==> src/hdl/merge_pkg.sv <==
/*
 Widths and payload types shared by the merge data generator.
 The lane count of a build must not exceed MAX_LANES. Lane slots
 of a merged packet above the active lane count always read zero.
*/
`default_nettype none

package merge_pkg;

    // ----------------------------------------------------------------------
    // Widths
    // ----------------------------------------------------------------------
    localparam int LANE_DATA_W = 16;
    localparam int COUNT_W     = 16;
    localparam int MAX_LANES   = 8;

    // ----------------------------------------------------------------------
    // Payload types
    // ----------------------------------------------------------------------

    // One word from a response lane
    typedef struct packed {
        logic                   valid;
        logic [LANE_DATA_W-1:0] data;
    } lane_word_t;

    // Job configuration, one word starts one job
    typedef struct packed {
        logic               valid;
        logic [COUNT_W-1:0] packet_count;
    } merge_config_t;

    // Lane 0 sits in lane_data[0]
    typedef struct packed {
        logic                                  valid;
        logic [COUNT_W-1:0]                    index;
        logic                                  last;
        logic [MAX_LANES-1:0][LANE_DATA_W-1:0] lane_data;
    } merged_packet_t;

    // ----------------------------------------------------------------------
    // Sequencer phases
    // ----------------------------------------------------------------------
    typedef enum logic [2:0] {
        IDLE  = 3'd0,
        SETUP = 3'd1,
        BUSY  = 3'd2,
        PAUSE = 3'd3,
        DONE  = 3'd4
    } merge_state_t;

endpackage

`default_nettype wire

==> src/hdl/credit_output_stage.sv <==
/*
 Two-entry output buffer with a downstream credit counter.
 The sender upstream must honour slot_free, which already counts the
 packet leaving this cycle. Credits saturate at the top of COUNT_W.
*/
`default_nettype none

module credit_output_stage
    import merge_pkg::*;
(
    input  logic           ap_clk,
    input  logic           areset_generator,
    input  merged_packet_t packet_in,
    output logic           slot_free,
    input  logic           out_credit,
    output merged_packet_t packet_out,
    output logic           last_sent
);

    merged_packet_t     slot [2];
    logic [1:0]         fill;
    logic [1:0]         occupancy;
    logic [COUNT_W-1:0] credits;
    logic               push;
    logic               send;
    logic               out_valid;
    merged_packet_t     out_payload;

    assign push      = packet_in.valid;
    assign send      = (fill != 2'd0) && (credits != '0);
    assign occupancy = fill + 2'(push) - 2'(send);
    assign slot_free = (occupancy < 2'd2);

    // ----------------------------------------------------------------------
    // Buffer slots with slot[0] as the head
    // ----------------------------------------------------------------------
    always_ff @(posedge ap_clk) begin
        if (send) begin
            out_payload <= slot[0];
            slot[0]     <= (push && (fill == 2'd1)) ? packet_in : slot[1];
            if (push && (fill == 2'd2)) begin
                slot[1] <= packet_in;
            end
        end else if (push) begin
            if (fill == 2'd0) begin
                slot[0] <= packet_in;
            end else begin
                slot[1] <= packet_in;
            end
        end
    end

    always_ff @(posedge ap_clk) begin
        if (areset_generator) begin
            fill      <= 2'd0;
            credits   <= '0;
            out_valid <= 1'b0;
            last_sent <= 1'b0;
        end else begin
            fill      <= fill + 2'(push) - 2'(send);
            out_valid <= send;
            last_sent <= send && slot[0].last;
            // Grant and send in one cycle cancel out
            case ({out_credit, send})
                2'b10:   credits <= (credits == '1) ? credits : credits + 1'b1;
                2'b01:   credits <= credits - 1'b1;
                default: credits <= credits;
            endcase
        end
    end

    always_comb begin
        packet_out       = out_payload;
        packet_out.valid = out_valid;
    end

    // A packet leaves only on a credit that was held or had just arrived
    assert property (@(posedge ap_clk) disable iff (areset_generator)
        packet_out.valid |-> (($past(credits, 2) != '0) || $past(out_credit, 2)));

    // Upstream must keep to slot_free and never overrun the buffer
    assert property (@(posedge ap_clk) disable iff (areset_generator)
        push |-> ((fill != 2'd2) || send));

endmodule

`default_nettype wire

==> src/hdl/lane_fifo.sv <==
/*
 Synchronous FIFO with first-word-fall-through head.
 Writers must track free space with the credit pulses; a push into
 a full FIFO is dropped. One credit pulse follows every pop by a cycle.
*/
`default_nettype none

module lane_fifo
    import merge_pkg::*;
#(
    parameter int  DEPTH     = 8,
    parameter type payload_t = lane_word_t
) (
    input  logic     ap_clk,
    input  logic     areset_generator,
    input  logic     push,
    input  payload_t push_data,
    input  logic     pop,
    output payload_t head,
    output logic     not_empty,
    output logic     credit
);

    localparam int PTR_W = (DEPTH > 1) ? $clog2(DEPTH) : 1;
    localparam int CNT_W = $clog2(DEPTH + 1);

    payload_t         mem [DEPTH];
    logic [PTR_W-1:0] wr_ptr;
    logic [PTR_W-1:0] rd_ptr;
    logic [CNT_W-1:0] count;
    logic             full;
    logic             do_push;
    logic             do_pop;

    // Wraps at DEPTH, so depths need not be powers of two
    function automatic logic [PTR_W-1:0] next_ptr(input logic [PTR_W-1:0] ptr);
        return (ptr == PTR_W'(DEPTH - 1)) ? '0 : ptr + 1'b1;
    endfunction

    assign full      = (count == CNT_W'(DEPTH));
    assign not_empty = (count != '0);
    assign do_push   = push && !full;
    assign do_pop    = pop && not_empty;
    assign head      = mem[rd_ptr];

    always_ff @(posedge ap_clk) begin
        if (do_push) begin
            mem[wr_ptr] <= push_data;
        end
    end

    always_ff @(posedge ap_clk) begin
        if (areset_generator) begin
            wr_ptr <= '0;
            rd_ptr <= '0;
            count  <= '0;
            credit <= 1'b0;
        end else begin
            credit <= do_pop;
            if (do_push) begin
                wr_ptr <= next_ptr(wr_ptr);
            end
            if (do_pop) begin
                rd_ptr <= next_ptr(rd_ptr);
            end
            case ({do_push, do_pop})
                2'b10:   count <= count + 1'b1;
                2'b01:   count <= count - 1'b1;
                default: count <= count;
            endcase
        end
    end

    // Writer ran past its credits
    assert property (@(posedge ap_clk) disable iff (areset_generator)
        push |-> !full);

    // Reader took a word that was never there
    assert property (@(posedge ap_clk) disable iff (areset_generator)
        pop |-> not_empty);

endmodule

`default_nettype wire

==> src/hdl/merge_data_generator.sv <==
/*
 Merge data generator for one lane group.
 All inputs pass one register stage before their FIFOs. The host gets
 one configuration credit after reset and one per accepted job.
 Each lane sender starts with LANE_FIFO_DEPTH credits.
*/
`default_nettype none

module merge_data_generator
    import merge_pkg::*;
#(
    parameter int LANES           = 4,
    parameter int LANE_FIFO_DEPTH = 8
) (
    input  logic             ap_clk,
    input  logic             areset_generator,
    input  merge_config_t    config_in,
    output logic             config_credit,
    input  lane_word_t       lane_in [LANES],
    output logic [LANES-1:0] lane_credit,
    output merged_packet_t   packet_out,
    input  logic             out_credit,
    output logic             done
);

    if (LANES < 1 || LANES > MAX_LANES) begin : g_lanes_check
        $error("LANES must lie between 1 and MAX_LANES");
    end

    merge_config_t    config_q;
    logic             config_push;
    merge_config_t    cfg_head;
    logic             cfg_ready;
    logic             cfg_pop;
    logic             cfg_credit;
    logic             primed;
    lane_word_t       lane_q [LANES];
    logic [LANES-1:0] lane_push;
    lane_word_t       lane_head [LANES];
    logic [LANES-1:0] lane_ready;
    logic [LANES-1:0] lane_pop;
    logic             out_credit_q;
    merged_packet_t   packet_int;
    logic             slot_free;
    logic             last_sent;

    // ----------------------------------------------------------------------
    // Input registers
    // ----------------------------------------------------------------------
    always_ff @(posedge ap_clk) begin
        config_q <= config_in;
    end

    always_ff @(posedge ap_clk) begin
        if (areset_generator) begin
            config_push   <= 1'b0;
            out_credit_q  <= 1'b0;
            primed        <= 1'b0;
            config_credit <= 1'b0;
        end else begin
            config_push   <= config_in.valid;
            out_credit_q  <= out_credit;
            primed        <= 1'b1;
            // Initial host credit on the first cycle out of reset
            config_credit <= cfg_credit || !primed;
        end
    end

    lane_fifo #(
        .DEPTH     (2),
        .payload_t (merge_config_t)
    ) u_config_fifo (
        .ap_clk           (ap_clk),
        .areset_generator (areset_generator),
        .push             (config_push),
        .push_data        (config_q),
        .pop              (cfg_pop),
        .head             (cfg_head),
        .not_empty        (cfg_ready),
        .credit           (cfg_credit)
    );

    // ----------------------------------------------------------------------
    // Lane side
    // ----------------------------------------------------------------------
    for (genvar l = 0; l < LANES; l++) begin : g_lane
        always_ff @(posedge ap_clk) begin
            lane_q[l] <= lane_in[l];
        end

        always_ff @(posedge ap_clk) begin
            if (areset_generator) begin
                lane_push[l] <= 1'b0;
            end else begin
                lane_push[l] <= lane_in[l].valid;
            end
        end

        lane_fifo #(
            .DEPTH     (LANE_FIFO_DEPTH),
            .payload_t (lane_word_t)
        ) u_lane_fifo (
            .ap_clk           (ap_clk),
            .areset_generator (areset_generator),
            .push             (lane_push[l]),
            .push_data        (lane_q[l]),
            .pop              (lane_pop[l]),
            .head             (lane_head[l]),
            .not_empty        (lane_ready[l]),
            .credit           (lane_credit[l])
        );
    end

    merge_sequencer #(
        .LANES (LANES)
    ) u_sequencer (
        .ap_clk           (ap_clk),
        .areset_generator (areset_generator),
        .cfg              (cfg_head),
        .cfg_ready        (cfg_ready),
        .cfg_pop          (cfg_pop),
        .lane_head        (lane_head),
        .lane_ready       (lane_ready),
        .lane_pop         (lane_pop),
        .packet           (packet_int),
        .slot_free        (slot_free),
        .last_sent        (last_sent),
        .done             (done)
    );

    credit_output_stage u_output_stage (
        .ap_clk           (ap_clk),
        .areset_generator (areset_generator),
        .packet_in        (packet_int),
        .slot_free        (slot_free),
        .out_credit       (out_credit_q),
        .packet_out       (packet_out),
        .last_sent        (last_sent)
    );

endmodule

`default_nettype wire

==> src/hdl/merge_sequencer.sv <==
/*
 Job FSM: takes one configuration, then merges one word from every
 lane into each packet until the count is used up.
 Packets are emitted only while the output stage reports a free slot.
 done rises after the final packet has left and clears on the next job.
*/
`default_nettype none

module merge_sequencer
    import merge_pkg::*;
#(
    parameter int LANES = 4
) (
    input  logic           ap_clk,
    input  logic           areset_generator,
    input  merge_config_t  cfg,
    input  logic           cfg_ready,
    output logic           cfg_pop,
    input  lane_word_t     lane_head [LANES],
    input  logic [LANES-1:0] lane_ready,
    output logic [LANES-1:0] lane_pop,
    output merged_packet_t packet,
    input  logic           slot_free,
    input  logic           last_sent,
    output logic           done
);

    merge_state_t                          state;
    logic [COUNT_W-1:0]                    remaining;
    logic [COUNT_W-1:0]                    index;
    logic [MAX_LANES-1:0][LANE_DATA_W-1:0] merged_lanes;
    logic                                  take_cfg;
    logic                                  merge_now;
    logic                                  final_packet;
    logic                                  heads_valid;
    logic                                  pkt_valid;
    merged_packet_t                        pkt_payload;

    // ----------------------------------------------------------------------
    // Pop decisions
    // ----------------------------------------------------------------------
    assign take_cfg     = (state == IDLE) && cfg_ready;
    assign merge_now    = (state == BUSY) && (&lane_ready) && slot_free;
    assign final_packet = (remaining == COUNT_W'(1));
    assign cfg_pop      = take_cfg;
    assign lane_pop     = {LANES{merge_now}};

    // Inactive lane slots stay zero
    always_comb begin
        merged_lanes = '0;
        heads_valid  = 1'b1;
        for (int l = 0; l < LANES; l++) begin
            merged_lanes[l] = lane_head[l].data;
            heads_valid     = heads_valid && lane_head[l].valid;
        end
    end

    // ----------------------------------------------------------------------
    // Phase control
    // ----------------------------------------------------------------------
    always_ff @(posedge ap_clk) begin
        if (areset_generator) begin
            state     <= IDLE;
            remaining <= '0;
            index     <= '0;
            pkt_valid <= 1'b0;
            done      <= 1'b0;
        end else begin
            pkt_valid <= merge_now;
            if (take_cfg) begin
                remaining <= cfg.packet_count;
                index     <= '0;
                done      <= 1'b0;
            end else if (merge_now) begin
                remaining <= remaining - 1'b1;
                index     <= index + 1'b1;
            end
            case (state)
                IDLE: begin
                    if (take_cfg) begin
                        state <= SETUP;
                    end
                end
                SETUP: begin
                    // Empty job skips straight to completion
                    state <= (remaining == '0) ? DONE : BUSY;
                end
                BUSY: begin
                    if (merge_now && final_packet) begin
                        state <= DONE;
                    end else if (!slot_free) begin
                        state <= PAUSE;
                    end
                end
                PAUSE: begin
                    if (slot_free) begin
                        state <= BUSY;
                    end
                end
                DONE: begin
                    // index stays zero only for a job without packets
                    if (last_sent || (index == '0)) begin
                        done  <= 1'b1;
                        state <= IDLE;
                    end
                end
                default: state <= IDLE;
            endcase
        end
    end

    // ----------------------------------------------------------------------
    // Packet build
    // ----------------------------------------------------------------------
    always_ff @(posedge ap_clk) begin
        if (merge_now) begin
            pkt_payload <= '{valid: 1'b1, index: index, last: final_packet,
                             lane_data: merged_lanes};
        end
    end

    always_comb begin
        packet       = pkt_payload;
        packet.valid = pkt_valid;
    end

    // All lanes advance together and only over words actually stored
    assert property (@(posedge ap_clk) disable iff (areset_generator)
        (|lane_pop) |-> ((&lane_pop) && heads_valid));

endmodule

`default_nettype wire

==> config.mk <==
export PLATFORM = sky130hd
export DESIGN_NAME = merge_data_generator
export DESIGN_NICKNAME = d
export VERILOG_FILES = /design/src/hdl/merge_pkg.sv /design/src/hdl/credit_output_stage.sv /design/src/hdl/lane_fifo.sv /design/src/hdl/merge_data_generator.sv /design/src/hdl/merge_sequencer.sv
export SDC_FILE = /design/constraint.sdc
export NUM_CORES = 1
export LEC_CHECK = 0
export BUFFER_PORTS_ARGS = -buffer_cell sky130_fd_sc_hd__clkbuf_2
export CAP_MARGIN = 20
export CORE_MARGIN = 2
export CORE_UTILIZATION = 44
export CTS_CLUSTER_DIAMETER = 40
export DETAILED_ROUTE_END_ITERATION = 6
export GPL_TIMING_DRIVEN = 0
export SLEW_MARGIN = 15
export SYNTH_ARGS = -nofsm -noshare
export SYNTH_HDL_FRONTEND = slang
export SYNTH_SLANG_ARGS = --single-unit
==> constraint.sdc <==
create_clock -name ap_clk -period 6.55 [get_ports ap_clk]
set_input_delay 0.9825 -clock ap_clk [delete_from_list [all_inputs] [get_ports ap_clk]]
set_output_delay 0.9825 -clock ap_clk [all_outputs]
set_load 0.01 [all_outputs]
# After elaboration in Yosys (flattened, before gate mapping)
# Memories as Yosys holds them, arrays and structs flattened. A register that Yosys moved wholly into a read port is not among the register bits.
# Index checks and enable logic that the tools add are counted.
[word_totals]
wordCells = 231
memories = 7
ff_bits = 293
inputBits = 88
latchBits = 0
romBits = 0
ram_bits = 938
output_inout_bits = 152
[op_classes]
n_div = 0
n_addsub = 26
n_mux = 58
multipliers = 0
n_eq_ne = 38
n_bitwise = 2
magnitude_cmp = 1
reduce_logical = 48
shifts = 0
[mem_list]
columns = ["name", "depth", "width", "read_ports", "rd_clocked_by_memory_dff", "write_ports", "line", "source"]
rows = [
  ["u_output_stage.slot", 2, 146, 2, 0, 2, "credit_output_stage.sv:20", "merged_packet_t slot [2];"],
  ["g_lane[0].u_lane_fifo.mem", 8, 17, 1, 1, 1, "lane_fifo.sv:27", "payload_t mem [DEPTH];"],
  ["g_lane[1].u_lane_fifo.mem", 8, 17, 1, 1, 1, "lane_fifo.sv:27", ""],
  ["g_lane[2].u_lane_fifo.mem", 8, 17, 1, 1, 1, "lane_fifo.sv:27", ""],
  ["g_lane[3].u_lane_fifo.mem", 8, 17, 1, 1, 1, "lane_fifo.sv:27", ""],
  ["lane_q", 4, 17, 4, 0, 4, "merge_data_generator.sv:37", "lane_word_t lane_q [LANES];"],
  ["+1 memories", "n/a", "n/a", "n/a", "n/a", "n/a", "n/a", ""],
]
[op_table]
columns = ["op", "count"]
rows = [
  ["$mux 146", 3],
  ["$mux 16", 3],
  ["$mux 3", 14],
  ["$add 16x1->16 const B", 2],
  ["$logic_not 16->1", 2],
  ["$pmux 16 s2", 1],
  ["$pmux 4 s2", 4],
  ["$sub 16x1->16 const B", 2],
  ["$mux 1", 31],
  ["$eq 3x3->1 const B", 9],
  ["$add 3x1->3 const B", 8],
  ["$logic_and 1x1->1", 18],
  ["$reduce_bool 2->1", 9],
  ["$add 4x1->4 const B", 4],
  ["$eq 16x1->1 const B", 1],
  ["$eq 16x16->1 const B", 1],
  ["$eq 2x2->1 const B", 8],
  ["$eq 4x4->1 const B", 4],
  ["$reduce_bool 16->1", 1],
  ["$reduce_bool 4->1", 4],
  ["$sub 4x1->4 const B", 4],
  ["$pmux 3 s5", 1],
  ["$eq 2x1->1 const B", 7],
  ["$reduce_and 4->1", 2],
  ["other kinds (19)", 30],
]

# Longest topological paths before layout
# Gate-level depths: netlist of run 1.
[logic_depth]
depth_word = 8
mapped_depth = 19
mapped_depth_nobuf = 16

# Hierarchy
# From an unflattened synthesis of run 1, not the netlist that was laid out.
[hier_totals]
cells_unflattened = 2458
hier_area_um2 = 48325.1
[by_module_without_submodules]
columns = ["module", "cells_per_inst", "area_each_um2", "n_inst", "seq_area_each_um2"]
rows = [
  ["lane_fifo at g_lane[0].u_lane_fifo ...", 276, 5899.4, 4, 4364.2],
  ["credit_output_stage", 787, 16448.3, 1, 13462.9],
  ["merge_sequencer", 384, 4901.0, 1, 3173.0],
  ["merge_data_generator", 102, 1911.8, 1, 1861.8],
  ["lane_fifo at u_config_fifo", 81, 1466.4, 1, 1141.1],
]

# Worst setup path before layout of run 1
# Ideal clock, no wire load.
[synth_path]
path_type = "reg-to-reg"
start = "register u_output_stage.credits[15]"
end = "register, netlist name u_sequencer.packet[0]"
arrival_time_ns = 5.261
stages_incl_launch_ff = 12
t_required_ns = 6.116
path_slack_ns = 0.854
setup_ns = 0.434
synth_period_minus_slack_ns = 5.696
path_buffers = 2
cell_sequence = "dfxtp_1 > nor4_4 > a41oi_4 > ha_1 > inv_1 > ha_1 > xnor3_1 > and4_1 > buf_2 > nand2_2 > clkbuf_1 > inv_1"
[synth_via]
elab_chain_len = 5
[synth_lines]
columns = ["item", "line", "source"]
rows = [
  ["start: declaration", "credit_output_stage.sv:23", "logic [COUNT_W-1:0] credits;"],
  ["start signal: assignment", "credit_output_stage.sv:65", "2'b10: credits <= (credits == '1) ? credits : credits + 1'b1;"],
  ["start signal: assignment", "credit_output_stage.sv:66", "2'b01: credits <= credits - 1'b1;"],
  ["start signal: assignment", "credit_output_stage.sv:67", "default: credits <= credits;"],
  ["$reduce_bool 16->1", "credit_output_stage.sv:30", "assign send = (fill != 2'd0) && (credits != '0);"],
  ["$logic_and 1x1->1", "credit_output_stage.sv:30", ""],
  ["net u_output_stage.send", "credit_output_stage.sv:25", "logic send;"],
  ["$sub 2x1->2", "credit_output_stage.sv:31", "assign occupancy = fill + 2'(push) - 2'(send);"],
  ["$lt 2x2->1", "credit_output_stage.sv:32", "assign slot_free = (occupancy < 2'd2);"],
  ["$logic_and 1x1->1", "merge_sequencer.sv:43", "assign merge_now = (state == BUSY) && (&lane_ready) && slot_free;"],
  ["net g_lane[0].u_lane_fifo.pop", "lane_fifo.sv:18", "input logic pop,"],
]
# The timed path passes the listed nets, and every way through them passes these cells.
# A chain may end at the register's enable or synchronous reset.

# Final worst setup path of run 1
[layout_path]
start = "register u_output_stage.credits[15]"
end = "register g_lane[1].u_lane_fifo.count[3]"
[layout_via]
elab_chain_len = 8
word_cells_on_any_way = 10
cone_classes = "add/sub: 1; order compare: 1; eq/ne: 2; mux: 1; reduce/logical: 5"
[layout_lines]
columns = ["item", "line", "source"]
rows = [
  ["$reduce_bool 16->1 (*)", "credit_output_stage.sv:30", ""],
  ["$logic_and 1x1->1 (*)", "credit_output_stage.sv:30", ""],
  ["net u_output_stage.send", "credit_output_stage.sv:25", ""],
  ["$sub 2x1->2 (*)", "credit_output_stage.sv:31", ""],
  ["$lt 2x2->1 (*)", "credit_output_stage.sv:32", ""],
  ["$logic_and 1x1->1 (*)", "merge_sequencer.sv:43", ""],
  ["$logic_and 1x1->1 (*)", "lane_fifo.sv:43", "assign do_pop = pop && not_empty;"],
  ["net g_lane[1].u_lane_fifo.do_pop", "lane_fifo.sv:33", "logic do_pop;"],
  ["$eq 2x1->1 / $eq 2x2->1 (equally long branches)", "lane_fifo.sv:66", "case ({do_push, do_pop})"],
  ["$pmux 4 s2 / $reduce_bool 2->1 (equally long branches)", "n/a", ""],
  ["end signal: assignment", "lane_fifo.sv:67", "2'b10: count <= count + 1'b1;"],
  ["end signal: assignment", "lane_fifo.sv:68", "2'b01: count <= count - 1'b1;"],
  ["end signal: assignment", "lane_fifo.sv:69", "default: count <= count;"],
  ["end: declaration", "lane_fifo.sv:30", "logic [CNT_W-1:0] count;"],
]
# Mark *: on every way through the listed nets, which the timed path passes. The rest lies on a longest branch.

==> summary.md, run 1 <==
| Metric | Value |
|---|---|
| Routed vias | `19.7k` |
| Yosys reg bits | `1063` |
| Final Core Density | `53.9%` |
| Final hold violation count | `0` |
| Endpoints failing setup | `0` |
| Die height | `303 microns` |
| Place WS | `~1.4 ns` |
| Grt total ovfl | `0` |
| Wire length per cell | `20.4 microns` |
| Initial Util | `44.5%` |
| Commonest non-fill, non-tap cell in the layout | `edfxtp_1` |
| Leading area contributor after synthesis | `edfxtp_1` |
| Die ar. | `91800 sq um` |
| Worst vdd ir | `266 uV` |
| Setup crit end kind | `register` |
| Synth Area in Simple Gates | `4.07%` |
| TritonRoute pass-1 iters | `5` |
| Combinational family with the most area after synthesis | `multiplexers` |
| Final slew viol count | `0` |
| Setup TNS | `0 ns` |
| Ranking of synthesized cells by area | `edfxtp_1 (66%), dfxtp_1 (9.9%), mux4_2 (7.3%)` |
| Crit share post-route | `78.5%` |
| Register area share after synthesis | `about three quarters` |
| CTS clk-pin slew, worst paths | `0.06 ns` |
| Highest Clock Rate | `0.195 GHz` |
| Post-synth EDFFs | `868` |
| Multiplexer share of the synthesized area | `12.0%` |
| Fillers | `around 6.9k` |
| Post-Synth XOR/XNOR Area | `under 10%` |
| Max-cap violations | `0` |
| Pleak | `0.0166 uW` |
| Pwr dens | `379 nW/um^2` |
| Initial antenna violation count | `4` |
| Final Critical Period | `5.14 ns` |
| Worst setup SP type | `register` |
| Inst Count DP | `between 3k and 4k` |
| Outcome | `completed` |
| Least-Margin Pin Slew | `1.02 ns` |
| CTS Buf Count | `140` |
| Compound-cell area share of the yosys netlist | `between 2 and 3%` |
| Hold Path Class | `primary input to register` |
| Crit Path Max Fanout | `10` |
| Max Root-Sink Buffers | `3` |
| Synth Flop Type | `edfxtp_1` |
| HPWL Detailed | `approximately 53000 microns` |
| Initial DRC Count | `1318` |
| Clk_skew | `0.0333 ns` |
| Most frequent cells in the layout | `edfxtp_1 (868), dfxtp_1 (195), clkbuf_2 (174)` |
| First-pass GRT wire length | `approximately 120000 microns` |
| GRT Resource Usage Total | `17.3%` |
| Worst Path Arrival | `5.77 ns` |
| Final wirelength | `78300 microns` |
| Final net count | `2697` |
| Vias in the first global route | `20.1k` |
| Share of the synthesized area in the top cell type | `approximately 66%` |
| Sink Count | `~1.1k` |
| Syn avg cell area | `approximately 19 sq um` |
| Asr flop ratio synth | `0%` |
| Worst Setup Path Type | `register to register` |
| Post-CTS setup buffer count | `0` |
| Netlist cell types | `64` |
| Flop2flop setup slack | `roughly 1.4 ns` |
| DRC errors left | `0` |
| Die X | `303 microns` |
| Crit path required time | `7.18 ns` |
| CTS tree | `built` |
| Synth warn | `0` |
| Clk Latency, worst-skew pair | `just over 0.7 ns` |
| Synthesized area | `between 30000 and 40000 sq um` |
| Final worst setup slack | `1.41 ns` |
| Final cell count without fillers | `3835` |
| Core area | `just under 90000 sq um` |
| RSZ-0062 raised after global routing | `no` |
| Worst slew margin | `32.2%` |
| Area Overhead vs Synth | `21.3%` |
| # hold bufs at CTS | `0` |
| Root Driver | `clkbuf_16` |
| Row Count | `109` |
| Io pins | `240` |
| H-tree depth | `4` |
| Gpl congestion | `0.816` |
| DRT antenna net count | `0` |
| Layout cells sized above 1 | `33.2%` |
| I/O Buffers | `between 150 and 200` |
| Via density | `5.14` |
| Largest net degree at the start of global routing | `49` |
| Post_cts resized | `0` |
| Post-Syn Instances | `2104` |
| Adder-cell share of the synthesized area | `between 1.5 and 2%` |
## cell families after synthesis
group / after synthesis
flip-flops: 1063
AND/OR/NAND/NOR: 314
multiplexers: 292
buffers and inverters: 176
AO/OA/AOI/OAI: 161
adder cells (fa/ha/maj): 53
XOR/XNOR: 44
other: 1
## per-stage QoR
| step | cell area [sq um] | hold WS, ns | power (uW) |
|---|---|---|---|
| final | 47700 | 0.367 | 18100 |
| after detailed placement | 43100 | 0.405 | 10800 |
| after floorplan | 39600 | 0.389 | 9830 |
| after global placement | 41900 | 0.402 | 10400 |
| after global routing | 47700 | 0.322 | 18800 |
| after CTS | 47700 | 0.311 | 18300 |
## power by group
group          switching, uW  total (uW)  leakage, uW  internal [uW]
registers                336        8530      0.00953           8190
logic                   1260        2120      0.00481            861
clock network           2840        7430      0.00227           4590
## final cells by class
type | count | area, sq um | area share [%]
multi-input cells | 928 | 8840 | 18.5
repair buffers | 247 | 1850 | 3.88
plain buffers | 144 | 832 | 1.74
clock buffers | 174 | 3820 | 8.00
diodes | 1 | 2.50 | 0.00524
well taps | 1165 | 1460 | 3.05
clock inverters | 81 | 848 | 1.78
flip-flops and latches | 1063 | 30000 | 62.8
inverters | 32 | 125 | 0.262
## per-layer routing
metal	up-vias	GRT usage (%)	part of all wire (%)
li1	9066	-	-
met1	9908	22.3	43
met2	568	28.3	49
met3	174	4.16	5.8
met4	4	6.77	3.1
met5	-	0	0.038
## cell usage after synthesis, types with 4 or more instances
cell type	count
mux2i_1	15
mux4_2	128
nor4_4	4
nor2_1	100
edfxtp_1	868
xor2_1	19
nand2_1	59
mux2_2	148
buf_4	69
and4_1	4
ha_1	49
buf_1	11
nand2b_1	11
a21oi_1	71
clkbuf_1	43
o21ai_0	25
nand4_1	13
nor2b_1	17
nor3_1	36
nand3b_1	7
nand3_1	18
dfxtp_1	195
nor3b_1	6
buf_2	20
nor4_1	14
or3_1	15
xnor2_1	24
inv_1	29
o211ai_1	5
fa_1	4
a211oi_1	20
a21o_1	10
## final timing paths
path,from,end,cells past startpoint
setup reg to reg,u_output_stage.credits[15]$_SDFFE_PP0P_,g_lane[1].u_lane_fifo.count[3]$_SDFFE_PP0P_,18
hold reg to reg,u_output_stage.slot[0][30]$_DFFE_PP_,u_output_stage.packet_out[30]$_DFFE_PN_,0
hold / removal,lane_in[53],lane_q[0][2]$_DFF_P_,1
setup / recovery,u_output_stage.credits[15]$_SDFFE_PP0P_,g_lane[1].u_lane_fifo.count[3]$_SDFFE_PP0P_,18
## flip-flops by register name, summed over array words and instances, names as in the netlist, 32 cells and up, named ones only
register / count
g_lane.u_lane_fifo.mem: 512
lane_q: 64
u_config_fifo.mem: 32
u_output_stage.packet_out: 81
u_output_stage.slot: 162
u_sequencer.packet: 81
## worst max-delay path: stages, from the launching register on
cell      delay (ns)
dfxtp_1         0.37
nor4_4          0.41
a41oi_4         0.30
ha_1            0.36
inv_1           0.06
ha_1            0.15
xnor3_1         0.31
and4_1          0.23
buf_2           0.17
nand2_2         0.33
clkbuf_1        0.72
inv_1           0.11
ha_1            0.28
ha_1            0.31
a21o_1          0.19
a21oi_1         0.19
xnor2_1         0.10
or3_1           0.32
a21oi_1         0.15
Power figures use the tool's default switching activity.
==> inputs of run 2 (changes only) <==
==> constraint.sdc (replaced) <==
create_clock -name ap_clk -period 4.6 [get_ports ap_clk]
set_input_delay 0.69 -clock ap_clk [delete_from_list [all_inputs] [get_ports ap_clk]]
set_output_delay 0.69 -clock ap_clk [all_outputs]
set_load 0.01 [all_outputs]
==> run 2 against run 1 <==
Worst setup slack lost 1.2 ns. Routed wire length up 0.90%. Via count increased by 0.13%. Worst hold slack worse by 0.30 ns. Combinational power up 43%. Global-route usage grew 0.29 points. Utilization grew 0.35 points. Clock-buffer cell count is 2 higher. Total power is 45% higher.
==> summary.md, run 2 (synthesis gave the netlist of run 1 again) <==
| Metric | Value |
|---|---|
| Outcome | `completed` |
| Hold Path Class | `primary input to register` |
| Via density | `~5` |
| Area Overhead vs Synth | `22.1%` |
| Vias in the first global route | `roughly 20k` |
| Final Critical Period | `4.41 ns` |
| Pwr dens | `547 nW/um^2` |
| Largest net degree at the start of global routing | `34` |
| Row Count | `around 110` |
| First-pass GRT wire length | `around 120000 microns` |
| CTS Buf Count | `140` |
| Post_cts resized | `0` |
| Register with the most flip-flops | `g_lane.u_lane_fifo.mem` |
| Final slew viol count | `0` |
| Final hold violation count | `0` |
| Max Root-Sink Buffers | `3` |
| Clk Latency, worst-skew pair | `0.72 ns` |
| GRT Resource Usage Total | `17.6%` |
| CTS clk-pin slew, worst paths | `~0.060 ns` |
| Core area | `88500 sq um` |
| Clock share of power | `42.3%` |
| Pleak | `0.0167 uW` |
| TritonRoute pass-1 iters | `7` |
| DRT antenna net count | `0` |
| Root Driver | `clkbuf_16` |
| Initial antenna violation count | `7` |
| Die height | `303 microns` |
| Sink Count | `1063` |
| Routed vias | `19.7k` |
| Crit Path Max Fanout | `10` |
| I/O Buffers | `approximately 170` |
| Max-cap violations | `0` |
| Initial Util | `44.5%` |
| Gpl congestion | `0.808` |
| Worst slew margin | `34.4%` |
| Final wirelength | `79000 microns` |
| Worst setup SP type | `register` |
| HPWL Detailed | `53200 microns` |
| Io pins | `240` |
| Seq pwr share | `46.2%` |
| DRC errors left | `0` |
| Highest Clock Rate | `0.227 GHz` |
| Most frequent cells in the layout | `edfxtp_1 (868), dfxtp_1 (188), clkbuf_2 (174)` |
| Largest registers | `g_lane.u_lane_fifo.mem: 512 flops, u_output_stage.slot: 162 flops` |
| Endpoints failing setup | `0` |
| Hold Startpoint | `lane_in[21]` |
| Worst setup startpoint | `u_output_stage.credits[15]$_SDFFE_PP0P_` |
| Worst vdd ir | `about 360 uV` |
| Wire length per cell | `just over 20 microns` |
| Die X | `303 microns` |
| Least-Margin Pin Slew | `0.972 ns` |
| Internal | `19800 uW` |
| Worst Setup Path Type | `register to register` |
| Crit share post-route | `95.8%` |
| Die ar. | `just over 90000 sq um` |
| Clk_skew | `0.0336 ns` |
| Power Total | `26300 uW` |
| CTS tree | `built` |
| Worst Path Arrival | `approximately 5.0 ns` |
| Psw | `6490 uW` |
| Sw frac | `24.7%` |
| Layout cells sized above 1 | `34.4%` |
| H-tree depth | `4` |
| Comb pwr share | `11.5%` |
| Final net count | `2697` |
| Commonest non-fill, non-tap cell in the layout | `edfxtp_1` |
| Max reg flops | `512` |
| Crit path required time | `5.24 ns` |
| Final Core Density | `about 54%` |
| RSZ-0062 raised after global routing | `no` |
| Worst reg2reg path startpoint | `u_output_stage.credits[15]$_SDFFE_PP0P_` |
| Initial DRC Count | `1423` |
| Setup TNS | `0 ns` |
| Grt total ovfl | `0` |
| Setup crit end kind | `register` |
-- run 2: cell count changes in the layout (fill, tap and decap cells not counted), sizes merged --
cell,previous run,this run
clkbuf,391,393
inv,47,51
clkinv,47,34
bufinv,10,15
diode,1,2
clkinvlp,9,17
-- run 2: final cells by class --
| type | instances | area, sq um |
|---|---|---|
| fillers | 6892 | 40500 |
| flip-flops and latches | 1063 | 30000 |
| multi-input cells | 928 | 8920 |
| clock buffers | 176 | 3850 |
| repair buffers | 247 | 1790 |
| well taps | 1165 | 1460 |
| clock inverters | 85 | 1070 |
| plain buffers | 144 | 868 |
| inverters | 32 | 124 |
| diodes | 2 | 5.00 |
-- run 2: routing by layer --
metal / GRT usage [%] / up-vias / part of all wire (%)
li1: - / 9091 / -
met1: 23.4 / 9936 / 43
met2: 28.6 / 571 / 48
met3: 4.44 / 139 / 6.3
met4: 5.41 / 8 / 2.1
met5: 0 / - / 0.070
-- run 2: through the flow --
stage                     std cells  hold slack (ns)  setup WS, ns  cell area (sq um)
after detailed placement       3578            0.405        -0.211              43100
after floorplan                2167            0.389        -0.542              39700
after global routing           3840           0.0304        0.0102              48100
after CTS                      3840           0.0175         0.185              48100
final                          3842           0.0638         0.191              48100
after global placement         3506            0.401         -3.19              42000
-- run 2: path summary, 6_finish.rpt --
kind	end	slack (ns)	cells after the start
worst max-delay path	g_lane[3].u_lane_fifo.count[3]$_SDFFE_PP0P_	0.19	19
worst min register to register	u_output_stage.packet_out[24]$_DFFE_PN_	0.41	0
worst max register to register	g_lane[3].u_lane_fifo.count[3]$_SDFFE_PP0P_	0.19	19
worst min-delay path	lane_q[2][4]$_DFF_P_	0.06	1
-- run 2: repair_timing --
action | CTS | global route
endpoints found under the hold margin | 0 | 0
hold buffers | 0 | 0
setup endpoints to repair | 2 | 0
buffers inserted | 1 | 0
-- run 2: worst max-delay path: stages, from the launching register on --
cell and delay (ns):
dfxtp_1 0.37, nor4_4 0.44, a41oi_4 0.17, ha_1 0.31, inv_1 0.04, ha_1 0.18, xnor3_1 0.27, and4_1 0.23
buf_6 0.15, nand2_8 0.12, inv_1 0.22, buf_6 0.18, buf_4 0.26, ha_2 0.23, ha_1 0.23, a21o_1 0.19
a21oi_2 0.14, xnor2_1 0.10, or3_1 0.32, a21oi_1 0.15
-- run 2: power groups by stage --
stage,Combinational (uW),Clock (uW),Sequential (uW)
3_3_place_gp,2590,0,12200
6_report,3030,11100,12100
2_1_floorplan,1510,0,12500
5_1_grt,3340,11800,12300
3_5_place_dp,3040,0,12300
4_1_cts,3070,11400,12200
